$ cat src/rtl/bus_params.svh
`ifndef BUS_PARAMS_SVH
`define BUS_PARAMS_SVH

// memory map of the system bus

`define SRAM_BASE      32'h8000_0000   // first byte of the word SRAM
`define SRAM_WORDS     256             // depth of the SRAM in 32-bit words

// the two halves of the 64-bit machine timer
`define MTIME_LO_ADDR  32'ha000_0048
`define MTIME_HI_ADDR  32'ha000_004c

// response codes on the r and b channels
`define RESP_OKAY      2'd0
`define RESP_DECERR    2'd3            // no slave word behind the address

`endif

$ cat src/rtl/bus_pkg.sv
package bus_pkg;

  typedef logic [31:0] addr_t;   // byte address
  typedef logic [31:0] data_t;
  typedef logic [3:0]  strb_t;   // one enable bit per byte lane
  typedef logic [1:0]  resp_t;

  // read request channel
  typedef struct packed {
    addr_t addr;
  } ar_req_t;

  // write request carries address and data together
  typedef struct packed {
    addr_t addr;
    data_t data;
    strb_t strb;
  } w_req_t;

  // read response channel
  typedef struct packed {
    data_t data;
    resp_t resp;
  } r_resp_t;

  // which slave currently holds the bus grant
  typedef enum logic [1:0] {
    grant_idle,
    grant_sram,
    grant_clint
  } grant_state_t;

endpackage

$ cat src/rtl/clint_timer.sv
`timescale 1ns/1ps
`include "bus_params.svh"

module clint_timer (
  input  logic             clock,
  input  logic             reset,
  input  logic             ar_valid,
  output logic             ar_ready,
  input  bus_pkg::ar_req_t ar,
  output logic             r_valid,
  input  logic             r_ready,
  output bus_pkg::r_resp_t r
);
  import bus_pkg::*;

  logic [63:0] mtime;
  logic        ar_fire;

  assign ar_ready = !r_valid;   // one read in flight
  assign ar_fire  = ar_valid && ar_ready;

  always_ff @(posedge clock) begin
    if (reset) begin
      mtime   <= '0;
      r_valid <= 1'b0;
    end else begin
      mtime <= mtime + 64'd1;
      if (ar_fire) begin
        r_valid <= 1'b1;
      end else if (r_valid && r_ready) begin
        r_valid <= 1'b0;
      end
    end
  end

  // the address is already decoded upstream, bit 2 picks the half
  always_ff @(posedge clock) begin
    if (ar_fire) begin
      r.data <= ar.addr[2] ? data_t'(mtime[63:32]) : data_t'(mtime[31:0]);
      r.resp <= `RESP_OKAY;
    end
  end

endmodule

$ cat config.mk
export PLATFORM = sky130hd
export DESIGN_NAME = clint_timer
export DESIGN_NICKNAME = d
export VERILOG_FILES = /design/src/rtl/bus_pkg.sv /design/src/rtl/clint_timer.sv
export VERILOG_INCLUDE_DIRS = /design/src /design/src/rtl
export SDC_FILE = /design/constraint.sdc
export NUM_CORES = 1
export LEC_CHECK = 0
export BUFFER_PORTS_ARGS = -buffer_cell sky130_fd_sc_hd__buf_2
export CAP_MARGIN = 20
export CORE_MARGIN = 5
export CORE_UTILIZATION = 35
export DETAILED_ROUTE_END_ITERATION = 8
export PLACE_DENSITY_LB_ADDON = 0.1
export SLEW_MARGIN = 20
export SYNTH_ARGS = -nofsm -noshare
export SYNTH_HDL_FRONTEND = slang
export SYNTH_SLANG_ARGS = --single-unit
$ cat constraint.sdc
create_clock -name clock -period 3.1 [get_ports clock]
set_clock_uncertainty 0.05 [all_clocks]
set_input_delay 0 -clock clock [delete_from_list [all_inputs] [get_ports clock]]
set_output_delay 0 -clock clock [all_outputs]
set_load 0.01 [all_outputs]
Word level (Yosys, flattened, before mapping)
Index checks and enable logic that the tools add are counted.
{"block": "op_classes", "order_cmp": 0, "bitwise": 0, "muxes": 3, "reduce_logical": 4, "eq_ne": 0, "multipliers": 0, "div_mod_pow": 0, "add_sub_neg": 1, "shifts": 0}
{"op": "adder 64 x 1 -> 64 bit (second input constant)", "n": 1}
{"op": "2-to-1 mux 32 bit", "n": 1}
{"op": "logical AND 1 bit", "n": 2}
{"op": "2-to-1 mux 1 bit", "n": 2}
{"op": "nonzero test 2 bit", "n": 1}
{"op": "logical NOT 1 bit", "n": 1}
{"block": "word_totals", "ramBits": 0, "reg_bits": 97, "word_cells": 11, "latchBits": 0, "mem_bits_ro": 0, "mem_count": 0}

Longest topological paths before layout
{"block": "depth", "depth_word": 3, "depth_mapped": 7}

Worst setup path after synthesis
OpenSTA, ideal clock, no wires.
{"block": "synth_timing", "path_type": "reg-to-reg", "from": "register r_valid", "to": "register r[10] (netlist name) (enable)", "required_ns": 2.625, "stages_incl_launch_ff": 2, "period_less_slack_ns": 2.294, "path_slack_ns": 0.806, "arrival_ns": 1.819, "path_buffers": 0, "path_cell_list": "dfxtp_1 nor2b_1"}
{"block": "synth_via", "elab_chain_cells": 2}
{"element": "from (decl)", "line_no": "clint_timer.sv:10", "source": "output logic r_valid,"}
{"element": "from (signal assigned)", "line_no": "clint_timer.sv:25", "source": "r_valid <= 1'b0;"}
{"element": "from (signal assigned)", "line_no": "clint_timer.sv:29", "source": "r_valid <= 1'b1;"}
{"element": "from (signal assigned)", "line_no": "clint_timer.sv:31", "source": "r_valid <= 1'b0;"}
{"element": "logical NOT 1 bit", "line_no": "clint_timer.sv:19", "source": "assign ar_ready = !r_valid;"}
{"element": "logical AND 1 bit", "line_no": "clint_timer.sv:20", "source": "assign ar_fire = ar_valid && ar_ready;"}
{"element": "named net ar_fire", "line_no": "clint_timer.sv:17", "source": "logic ar_fire;"}
{"element": "to (decl)", "line_no": "clint_timer.sv:12", "source": "output bus_pkg::r_resp_t r"}
The timed path passes the listed nets, and every way through them passes these cells.
A chain may end at the register's enable or synchronous reset.

Worst setup path after layout
{"block": "layout_timing", "from": "register mtime[27]", "to": "register mtime[62]"}
{"block": "layout_via", "elab_chain_cells": 1}
{"element": "from (decl)", "line_no": "clint_timer.sv:16", "source": "logic [63:0] mtime;"}
{"element": "from (signal assigned)", "line_no": "clint_timer.sv:27", "source": "mtime <= mtime + 64'd1;"}
{"element": "adder 64 x 1 -> 64 bit", "line_no": "clint_timer.sv:27"}
Every way passes these cells.

==> results by group <==
Layout
  – Diode count: 0
  – Area grow syn2layout: 14.4%
  – Post-layout nets: about 540
  – Fraction of final layout cells with drive strength greater than 1: 0.208
  – Most common cell after layout, fill and taps aside: sky130_fd_sc_hd__dfxtp_1
  – Commonest non-fill, non-tap cells in the layout: sky130_fd_sc_hd__dfxtp_1 (65), sky130_fd_sc_hd__nor2_1 (55), sky130_fd_sc_hd__buf_2 (38), sky130_fd_sc_hd__nand4_1 (34), sky130_fd_sc_hd__mux2_2 (33)

Pwr
  – Static Leakage: between 0.0015 and 0.002 µW
  – Max VDD drop: about 190 µV
  – Overall Power: around 2400 µW
  – Power density relative to cell area: roughly 460 nW/µm²

Logic synthesis
  – Combinational family with the most area after synthesis: simple AND/OR/NAND/NOR gates
  – Synth async-reset ratio: 0
  – Mean post-synth cell area: about 10 µm²
  – Register bit total from synthesis: 97
  – Compound-cell area share of the yosys netlist: 0.0575
  – Yosys cell types: 45
  – Number of enable flip-flop cells after synthesis: 32
  – Cell types with the largest area share after synthesis: sky130_fd_sc_hd__dfxtp_1 (28%), sky130_fd_sc_hd__edfxtp_1 (21%), sky130_fd_sc_hd__mux2_2 (8.1%)
  – Adder-cell area share of the yosys netlist: 0.00271
  – Multiplexer fraction of the synthesized cell area: 0.0806
  – Top flip-flop cell by instance count after synthesis: sky130_fd_sc_hd__dfxtp_1
  – Synth Warn #: 0
  – Sequential-to-total area share from yosys stat: 0.491
  – Post-Synth XOR/XNOR Area: 0.0684
  – Synthesized-area fraction occupied by and/or/nand/nor cells: 0.269
  – Gate count after technology mapping: about 460
  – Post-synthesis instance area: 4610 µm²
  – Library cell with the largest summed area after synthesis: sky130_fd_sc_hd__dfxtp_1
  – Share of the synthesized area in the top cell type: 0.282

Clocking
  – Clock latency at the later pin of the worst-skew pair: ~350 ps
  – H-Tree Depth: 3
  – Clock Tree Root: sky130_fd_sc_hd__clkbuf_16
  – CTS clk-pin slew, worst paths: 60 ps
  – Max Root-Sink Buffers: 2
  – CTS tree: built
  – Setup Buffers After CTS: 0
  – TritonCTS sink count: between 90 and 100
  – Count of cells resized by post-cts repair: 0
  – Number of buffers created by CTS: 9

GRT
  – Total grt overflow: 0
  – Vias in the first global route: around 3.3k
  – First-pass GRT wire length: between 15 and 20 mm
  – Antenna violations before repair: 0
  – Gr usage total: 0.150
  – Largest net degree at the start of global routing: 38

Timing
  – Transition at the pin with the smallest max-transition slack: 974 ps
  – Maximum achievable frequency: roughly 380 MHz
  – Hold violation count in the final report: 0
  – Setup_tns: 0 ps
  – Number of endpoints failing setup at the final stage: 0
  – Final Slew Violations: 0
  – Final critical-path required period: ~2700 ps
  – Final critical-path share of the clock period: 0.860
  – Unrepaired setup endpoints after global routing: no
  – Worst rel slew slack: 0.349

Worst setup path
  – Worst setup path category: reg2reg
  – Cell type with the highest occurrence count on the critical path: sky130_fd_sc_hd__nand4_1
  – Slowest cell on crit path: sky130_fd_sc_hd__nor3_2
  – Data arrival time of the worst path: between 2000 and 3000 ps
  – Critical Path Sink: mtime[62]
  – Start point of the critical path: mtime[27]
  – Worst R2R End: mtime[62]
  – Kind of cell adding the most delay to the critical path: simple AND/OR/NAND/NOR gates
  – Highest fanout seen on the critical path: 6
  – Worst reg-to-reg path cell count: 5
  – Series of cell instances along the critical path: nand4_1 -> nor3_2 -> nand4_1 -> or3_1 -> a21oi_1
  – Worst R2R Setup Slack: approximately 440 ps
  – Worst R2R Start: mtime[27]
  – Crit path required time: ~3300 ps
  – Critical Path Sink Type: register
  – Number of buffers and inverters on the critical path: 0
  – CP Launch Type: register
  – Number of cells on the critical path: 5
  – Slowest cell delay on critical path: approximately 600 ps

Detailed routing
  – Drt drc: 0
  – Routed met1 length: between 5 and 6 mm
  – Total met2 wirelength after detailed routing: roughly 5.1 mm
  – Top routing layer in use: met4
  – Detailed route wirelength on metal3: between 400 and 500 µm
  – Vias per inst: between 5 and 6
  – Post-Route WL: between 10 and 15 mm
  – DR pass1 iterations: 4
  – Initial DRC count: approximately 170
  – Antenna Nets Post-Route: 0
  – Final routed wire length divided by cell count: about 17 µm
  – Vias post-DR: between 3k and 4k

Floorplanning
  – I/O Pins: 72
  – Standard-cell rows: 42
  – Die X-Extent: approximately 120 µm
  – Core Area: ~13,000 µm²
  – Die Ht: approximately 120 µm
  – DIE AREA: between 15,000 and 20,000 µm²
  – Initial Util: 0.352

Worst hold path
  – Number of cells on the worst hold path: 2
  – Tightest Hold Check Type: in2reg

Run
  – Number of max-capacitance violations reported: 0

Status
  – Status: finished, final reports clean

Placement
  – Final estimated routing congestion in global placement: between 0.7 and 0.8
  – Placed wire-length estimate after detailed placement: 8.12 mm
  – Port Buffers: 38
[stage by stage]
step	utilization	cells	hold slack, ps	setup slack (ps)	area (µm²)
3_5_place_dp	0.383	669	141	365	5010
5_1_grt	0.403	686	174	263	5280
2_1_floorplan	-	463	48.9	806	4610
4_1_cts	0.403	686	142	354	5280
3_3_place_gp	0.383	669	134	526	5010
6_report	0.403	686	136	435	5280
[Yosys cell counts (9+ instances only)]
| master | number |
|---|---|
| sky130_fd_sc_hd__nand4_1 | 34 |
| sky130_fd_sc_hd__a21oi_1 | 22 |
| sky130_fd_sc_hd__xor2_1 | 21 |
| sky130_fd_sc_hd__mux2_2 | 33 |
| sky130_fd_sc_hd__nor2_1 | 55 |
| sky130_fd_sc_hd__dfxtp_1 | 65 |
| sky130_fd_sc_hd__inv_1 | 10 |
| sky130_fd_sc_hd__clkbuf_1 | 10 |
| sky130_fd_sc_hd__nor4_1 | 10 |
| sky130_fd_sc_hd__nand2_1 | 26 |
| sky130_fd_sc_hd__edfxtp_1 | 32 |
| sky130_fd_sc_hd__o21ai_0 | 15 |
| sky130_fd_sc_hd__nor3_1 | 9 |
| sky130_fd_sc_hd__or3_1 | 13 |
| sky130_fd_sc_hd__nand3_1 | 26 |
| sky130_fd_sc_hd__xnor2_1 | 15 |
[how the worst min path moves through the flow]
stage / startpoint / endpoint / slack [ps]
2_1_floorplan: r_ready / r_valid / 50
3_3_place_gp: r_ready / r_valid / 130
3_5_place_dp: r_ready / r_valid / 140
4_1_cts: reset / mtime[29] / 140
5_1_grt: reset / mtime[29] / 170
6_report: reset / mtime[29] / 140
[repair_timing]
action | in CTS | in global routing
endpoints found under the hold margin | 1 | 0
setup endpoints to repair | 0 | 0
hold buffers | 2 | 0
[kinds of logic after synthesis]
logic type	count (synthesis)
AO/OA/AOI/OAI	47
AND/OR/NAND/NOR	219
XOR/XNOR	36
flip-flops	97
adder cells (fa/ha/maj)	1
multiplexers	33
buffers and inverters	28
other	1
[registers in the layout (all words and copies together) (netlist names)]
name,flops
mtime,64
r,32
r_valid,1
[power by group]
part           total, µW  internal [µW]  switching, µW
combinational       95.6           33.4           62.2
sequential          1350           1340           12.8
clock                995            540            455
total               2440           1910            530
[layout make-up]
cell class	count	area [µm²]
Timing Repair Buffer	50	285
Fill cell	1275	7810
Multi-Input combinational cell	338	2220
Inverter	10	37.5
Sequential cell	97	2260
Tap cell	176	220
Clock inverter	1	5.00
Clock buffer	14	244
[layer usage]
metal  vias to the layer above  track usage
met5                         -            0
met4                         0       0.0754
met3                        20       0.0270
met2                        79        0.222
met1                      1715        0.209
li1                       1782            -
Note: power is estimated with default switching activity, not from simulation.
