`config.mk`:
```
export PLATFORM = sky130hd
export DESIGN_NAME = bus_arbiter
export DESIGN_NICKNAME = d
export VERILOG_FILES = /design/src/rtl/bus_pkg.sv /design/src/rtl/bus_arbiter.sv
export VERILOG_INCLUDE_DIRS = /design/src /design/src/rtl
export SDC_FILE = /design/constraint.sdc
export NUM_CORES = 1
export LEC_CHECK = 0
export BUFFER_PORTS_ARGS = -buffer_cell sky130_fd_sc_hd__buf_2
export CAP_MARGIN = 0
export CORE_AREA = 2 2 169 171
export CTS_CLUSTER_DIAMETER = 60
export DETAILED_ROUTE_END_ITERATION = 10
export DIE_AREA = 0 0 171 173
export SLEW_MARGIN = 20
export SYNTH_ARGS = -nofsm -noshare
export SYNTH_HDL_FRONTEND = slang
export SYNTH_SLANG_ARGS = --single-unit
```
`constraint.sdc`:
```
create_clock -name clock -period 3.18 [get_ports clock]
set_input_delay 0 -clock clock [delete_from_list [all_inputs] [get_ports clock]]
set_output_delay 0 -clock clock [all_outputs]
set_load 0.02 [all_outputs]
```
`src/rtl/bus_params.svh`:
```
`ifndef BUS_PARAMS_SVH
`define BUS_PARAMS_SVH

// memory map of the system bus

`define SRAM_BASE      32'h8000_0000   // first byte of the word SRAM
`define SRAM_WORDS     256             // depth of the SRAM in 32-bit words

// the two halves of the 64-bit machine timer
`define MTIME_LO_ADDR  32'ha000_0048
`define MTIME_HI_ADDR  32'ha000_004c

// response codes on the r and b channels
`define RESP_OKAY      2'd0
`define RESP_DECERR    2'd3            // no slave word behind the address

`endif

```
`src/rtl/bus_pkg.sv`:
```
package bus_pkg;

  typedef logic [31:0] addr_t;   // byte address
  typedef logic [31:0] data_t;
  typedef logic [3:0]  strb_t;   // one enable bit per byte lane
  typedef logic [1:0]  resp_t;

  // read request channel
  typedef struct packed {
    addr_t addr;
  } ar_req_t;

  // write request carries address and data together
  typedef struct packed {
    addr_t addr;
    data_t data;
    strb_t strb;
  } w_req_t;

  // read response channel
  typedef struct packed {
    data_t data;
    resp_t resp;
  } r_resp_t;

  // which slave currently holds the bus grant
  typedef enum logic [1:0] {
    grant_idle,
    grant_sram,
    grant_clint
  } grant_state_t;

endpackage

```
`src/rtl/bus_arbiter.sv`:
```
`timescale 1ns/1ps
`include "bus_params.svh"

module bus_arbiter (
  input  logic             clock,
  input  logic             reset,
  input  logic             fetch_ar_valid,
  output logic             fetch_ar_ready,
  input  bus_pkg::ar_req_t fetch_ar,
  output logic             fetch_r_valid,
  input  logic             fetch_r_ready,
  output bus_pkg::r_resp_t fetch_r,
  input  logic             lsu_ar_valid,
  output logic             lsu_ar_ready,
  input  bus_pkg::ar_req_t lsu_ar,
  output logic             lsu_r_valid,
  input  logic             lsu_r_ready,
  output bus_pkg::r_resp_t lsu_r,
  input  logic             lsu_w_valid,
  output logic             lsu_w_ready,
  input  bus_pkg::w_req_t  lsu_w,
  output logic             lsu_b_valid,
  input  logic             lsu_b_ready,
  output bus_pkg::resp_t   lsu_b,
  output logic             sram_ar_valid,
  input  logic             sram_ar_ready,
  output bus_pkg::ar_req_t sram_ar,
  input  logic             sram_r_valid,
  output logic             sram_r_ready,
  input  bus_pkg::r_resp_t sram_r,
  output logic             sram_w_valid,
  input  logic             sram_w_ready,
  output bus_pkg::w_req_t  sram_w,
  input  logic             sram_b_valid,
  output logic             sram_b_ready,
  input  bus_pkg::resp_t   sram_b,
  output logic             clint_ar_valid,
  input  logic             clint_ar_ready,
  output bus_pkg::ar_req_t clint_ar,
  input  logic             clint_r_valid,
  output logic             clint_r_ready,
  input  bus_pkg::r_resp_t clint_r
);
  import bus_pkg::*;

  localparam logic [1:0] owner_fetch  = 2'd0;
  localparam logic [1:0] owner_lsu_rd = 2'd1;
  localparam logic [1:0] owner_lsu_wr = 2'd2;

  grant_state_t state;
  logic [1:0]   owner;          // master that holds the grant
  logic         rd_ar_valid;
  ar_req_t      rd_ar;
  logic         rd_r_ready;
  logic         rd_ar_ready;
  logic         rd_r_valid;
  r_resp_t      rd_r;
  logic         resp_done;

  // only the two mtime words live in the CLINT, every other read goes to SRAM
  function automatic grant_state_t read_target(input addr_t addr);
    if (addr == `MTIME_LO_ADDR || addr == `MTIME_HI_ADDR) return grant_clint;
    return grant_sram;
  endfunction

  assign rd_ar_valid = (owner == owner_fetch) ? fetch_ar_valid : lsu_ar_valid;
  assign rd_ar       = (owner == owner_fetch) ? fetch_ar : lsu_ar;
  assign rd_r_ready  = (owner == owner_fetch) ? fetch_r_ready : lsu_r_ready;

  always_comb begin
    sram_ar_valid  = 1'b0;
    sram_ar        = '0;
    sram_r_ready   = 1'b0;
    sram_w_valid   = 1'b0;
    sram_w         = '0;
    sram_b_ready   = 1'b0;
    clint_ar_valid = 1'b0;
    clint_ar       = '0;
    clint_r_ready  = 1'b0;
    rd_ar_ready    = 1'b0;
    rd_r_valid     = 1'b0;
    rd_r           = '0;
    lsu_w_ready    = 1'b0;
    lsu_b_valid    = 1'b0;
    lsu_b          = '0;
    case (state)
      grant_sram: begin
        if (owner == owner_lsu_wr) begin
          sram_w_valid = lsu_w_valid;
          sram_w       = lsu_w;
          lsu_w_ready  = sram_w_ready;
          lsu_b_valid  = sram_b_valid;
          lsu_b        = sram_b;
          sram_b_ready = lsu_b_ready;
        end else begin
          sram_ar_valid = rd_ar_valid;
          sram_ar       = rd_ar;
          rd_ar_ready   = sram_ar_ready;
          rd_r_valid    = sram_r_valid;
          rd_r          = sram_r;
          sram_r_ready  = rd_r_ready;
        end
      end
      grant_clint: begin
        clint_ar_valid = rd_ar_valid;
        clint_ar       = rd_ar;
        rd_ar_ready    = clint_ar_ready;
        rd_r_valid     = clint_r_valid;
        rd_r           = clint_r;
        clint_r_ready  = rd_r_ready;
      end
      default: ;
    endcase
  end

  assign fetch_ar_ready = (owner == owner_fetch) && rd_ar_ready;
  assign fetch_r_valid  = (owner == owner_fetch) && rd_r_valid;
  assign fetch_r        = (owner == owner_fetch) ? rd_r : '0;
  assign lsu_ar_ready   = (owner == owner_lsu_rd) && rd_ar_ready;
  assign lsu_r_valid    = (owner == owner_lsu_rd) && rd_r_valid;
  assign lsu_r          = (owner == owner_lsu_rd) ? rd_r : '0;

  // readies are zero outside the grant, so any handshake here is the granted response
  assign resp_done = (sram_r_valid && sram_r_ready) || (sram_b_valid && sram_b_ready) ||
                     (clint_r_valid && clint_r_ready);

  always_ff @(posedge clock) begin
    if (reset) begin
      state <= grant_idle;
      owner <= owner_fetch;
    end else if (state == grant_idle) begin
      if (fetch_ar_valid) begin
        owner <= owner_fetch;
        state <= read_target(fetch_ar.addr);
      end else if (lsu_ar_valid) begin
        owner <= owner_lsu_rd;
        state <= read_target(lsu_ar.addr);
      end else if (lsu_w_valid) begin
        owner <= owner_lsu_wr;
        state <= grant_sram;        // the CLINT is read-only
      end
    end else if (resp_done) begin
      state <= grant_idle;
    end
  end

endmodule

```
Yosys cells after proc, flatten, opt, wreduce, memory -nomap -nowiden
Cells that the tools add are included.
{ "word_totals": {"ff_bits": 4, "latch_bits": 0, "ramBits": 0, "rom_bits": 0, "inputBits": 216, "output_inout_bits": 214, "elab_cells": 81, "n_memories": 0} }
{ "classes": {"n_addsub": 0, "multipliers": 0, "div": 0, "order_cmp": 0, "n_eq_ne": 9, "shifts": 0, "mux": 53, "bitwise_logic": 0, "n_reduce_logical": 17} }
{ "ops": {"columns": ["operator", "n"], "rows": [
  ["$mux W68", 2],
  ["$eq A32 B32 Y1 const B", 4],
  ["$mux W32", 4],
  ["$mux W34", 3],
  ["$pmux W34 S2", 1],
  ["$mux W2", 14],
  ["$mux W1", 27],
  ["$logic_and A1 B1 Y1", 7],
  ["$eq A2 B1 Y1 const B", 2],
  ["$eq A2 B2 Y1 const B", 2],
  ["$logic_not A2 Y1", 2],
  ["$logic_or A1 B1 Y1", 4],
  ["$ne A4 B4 Y1 const B", 1],
  ["$pmux W1 S2", 2],
  ["$reduce_and A2 Y1", 2],
  ["$reduce_bool A3 Y1", 1],
  ["$reduce_bool A2 Y1", 1]
]} }

Logic depth before layout (Yosys ltp)
{ "logic_depth": {"word_depth": 11, "mapped_depth": 7, "ltp_nobuf": 7} }

Least setup slack after synthesis
OpenSTA, ideal clock, no wires.
{ "synth_timing": {"kind": "reg-to-output", "start": "register state[0]", "end": "output clint_ar[10] (netlist name)", "arrival_time_ns": 1.581, "slack_ns": 1.599, "path_stages_with_launch": 7, "n_path_buf": 3, "cell_sequence": "dfxtp_1 > inv_1 > ha_1 > clkbuf_1 > clkbuf_1 > clkbuf_1 > nor2b_1"} }
{ "synth_lines": {"columns": ["element", "line", "rtl"], "rows": [
  ["start: declaration", "bus_arbiter.sv:50", "grant_state_t state;"],
  ["start signal: assignment", "bus_arbiter.sv:129", "state <= grant_idle;"],
  ["start signal: assignment", "bus_arbiter.sv:134", "state <= read_target(fetch_ar.addr);"],
  ["start signal: assignment", "bus_arbiter.sv:137", "state <= read_target(lsu_ar.addr);"],
  ["end: declaration", "bus_arbiter.sv:39", "output bus_pkg::ar_req_t clint_ar,"]
]} }

==> qor.yml <==
regToRegSetupSlack_ns: 1.37
drt_iter0_markers: 196
num_vias: 4229
syn_inst: 372
grt_remaining_overflow: 0
mostFrequentLayoutCells: "buf_2 (429), nor2_1 (108), and2_1 (75), a22oi_1 (36), nor2b_1 (35)"
cp_slowest_stage_delay_ns: 0.56
clockRootBuffer: "clkbuf_16"
fin_util_pct: 17.83
place_congestion: 0.9389
wire_per_inst_um: 14.02
clk_latency_ns: 0.23
fin_setup_tns_ns: 0
dr.pass1.iters: 4
clk_pin_slew_ns: 0.03
cts_hold_buf: 1
fmaxAchievable_ghz: 0.4390
synth_edf_count: 0
final_common_cell: "buf_2"
areaGrowthSynthToFinish_pct: 114.0
holdWs_ns: 0.1240
finalNetCount: 999
crit_start: "state[1]"
p_clk_share_pct: 23.7
fp-row-count: 61
p_total_mw: 0.8286
synth_fp_nets: 591
cpLargestDelayFamily: "buffers and inverters"
die_w_um: 171
grt_max_degree: 65
finClkSkew_ns: 0.00007186
tritoncts: "done"
path_cells: "inv_1 -> ha_1 -> nand3b_1 -> buf_4 -> nor2_1 -> buf_2"
cp_num_buf_inv: 3
syn_area_per_cell_sq_um: 6.189
synth_top_cell_by_area: "and2_1"
crit_slowest_cell: "nand3b_1"
cts_setup_buffers: 0
drive_gt1_share_pct: 57.58
rsz0062_at_grt: "false"
synth_top_cell_area_share_pct: 20.38
synth-seq-cells: 4
tightest_slew_ns: 0.7999
hold_depth: 3
p_seq_share_pct: 6.9
synth.area.top_cells: "and2_1 (20%), nor2_1 (18%), mux2i_1 (15%)"
final_antenna_net_count: 0
regArea_sq_um: 80.08
report.final.slew_viol_count: 0
synth_flop_cell: "dfxtp_1"
hold_class: "in2reg"
cts.path.max_buffers: 2
power_frac_comb_pct: 69.3
swShare_pct: 46.45
r2r-end: "state[1]"
critical_path.max_fanout: 20
start_kind: "register"
p_int_mw: 0.4437
nFillCells: 3222
cts_buffers: 3
grt_pass1_vias: 3772
critPathKind: "reg2out"
via_per_inst: 3.655
async_flop_share_pct: 0
multiInputGateArea_sq_um: 2069
grt_util_all_layers_pct: 9.632
fin_crit_sh_pct: 71.63
io_buffers: 429
report.final.hold_viol_count: 0
initial_utilization_pct: 8.333
clock_sinks: 4
worstHoldStart: "lsu_w_valid"
worstReg2RegStart: "state[0]"
die_area_sq_um: 29580
leakage_nw: 3.020
power.density_nw_per_um2: 168.2
wirelength_um: 16220
die_h_um: 173
synth_cell_types: 35
critPathCaptureType: "primary output"
synth_seq_area_share_pct: 3.478
io_pins: 430
antenna_found_initial: 2
syn_area_sq_um: 2302
status: "finished, final reports clean"
synth_warnings: 0
core_sq_um: 27630
worst_ir_drop_vdd_mv: 0.1385
required_ns: 3.18
setup.worst_path.end: "lsu_r[12]"
arrival_ns: 2.28
critical_path_depth: 6
cts-resized-gates: 0
setup_violations: 0
drc_errors: 0
hpwl_um: 13930
ctsHtreeMaxLevel: 1
slew_headroom_pct: 46.52
rr_worst_depth: 6
period_needed_ns: 2.278
cap_violations: 0
grt_pass1_wl_um: 22030
p_switching_mw: 0.3849
## worst min path at each step
stage                     slack (ns)       end
after floorplan                 0.06  state[0]
after global placement          0.20  state[0]
after detailed placement        0.21  state[0]
after CTS                       0.12  owner[1]
after global routing            0.17  owner[1]
final                           0.12  owner[1]
## cell type report
cell class | instances | share of cell area, %
diodes | 1 | 0.05080
clock buffers | 3 | 1.524
multi-input cells | 332 | 42.01
inverters | 3 | 0.2286
repair buffers | 436 | 44.96
flip-flops and latches | 4 | 1.626
well taps | 378 | 9.601
## state kept, by name, indices dropped and copies added, names as in the netlist
name   count
state      2
owner      2
## worst register-to-register path: cells and delay by family (launching register included)
| family | cells | cell delay (ns) |
|---|---|---|
| DFF | 1 | 0.31 |
| adders and majority gates | 1 | 0.58 |
| buffers and inverters | 1 | 0.08 |
| AOI/OAI and AO/OA | 4 | 0.73 |
## cell families after synthesis
family                     share of synthesized area (%)
and+or+nand+nor                                    57.45
AOI/OAI and AO/OA                                  15.87
buffers and inverters                              6.793
muxes                                              14.78
DFF                                                3.478
adders and majority gates                          1.631
## through the flow
| step | std cells | cell area [sq um] | setup WS [ns] |
|---|---|---|---|
| 6_report | 1157 | 4926 | 0.9021 |
| 3_5_place_dp | 1152 | 4838 | 1.039 |
| 2_1_floorplan | 372 | 2302 | 1.599 |
| 3_3_place_gp | 1152 | 4838 | 1.053 |
| 5_1_grt | 1156 | 4923 | 0.6414 |
| 4_1_cts | 1156 | 4923 | 0.7990 |
## Yosys cell counts (2+ instances only)
library cell	count
o21ai_0	2
buf_4	4
inv_1	3
buf_2	5
dfxtp_1	4
nor4b_2	2
a22oi_1	36
nand4_1	3
a21oi_1	2
ha_1	3
mux2i_1	34
clkbuf_1	24
nor4_1	8
nor4b_1	4
nor2_1	108
and2_1	75
nand2_1	3
nor2b_1	35
## power by group through the flow
stage / Sequential [mW] / Clock (mW) / Combinational (mW)
floorplan: 0.0563 / 0 / 0.306
global placement: 0.0578 / 0 / 0.576
global route: 0.0581 / 0.202 / 0.620
CTS: 0.0575 / 0.199 / 0.578
finish: 0.0574 / 0.197 / 0.574
detailed placement: 0.0582 / 0 / 0.575
## routing by layer
layer	up-vias	GRT usage [%]	share of wire, %
met4	2	1.095	0.97
met5	-	0	0.062
li1	2066	-	-
met3	13	2.358	7.9
met2	216	17.31	49
met1	1932	11.85	42
Note: power is estimated with default switching activity, not from simulation.
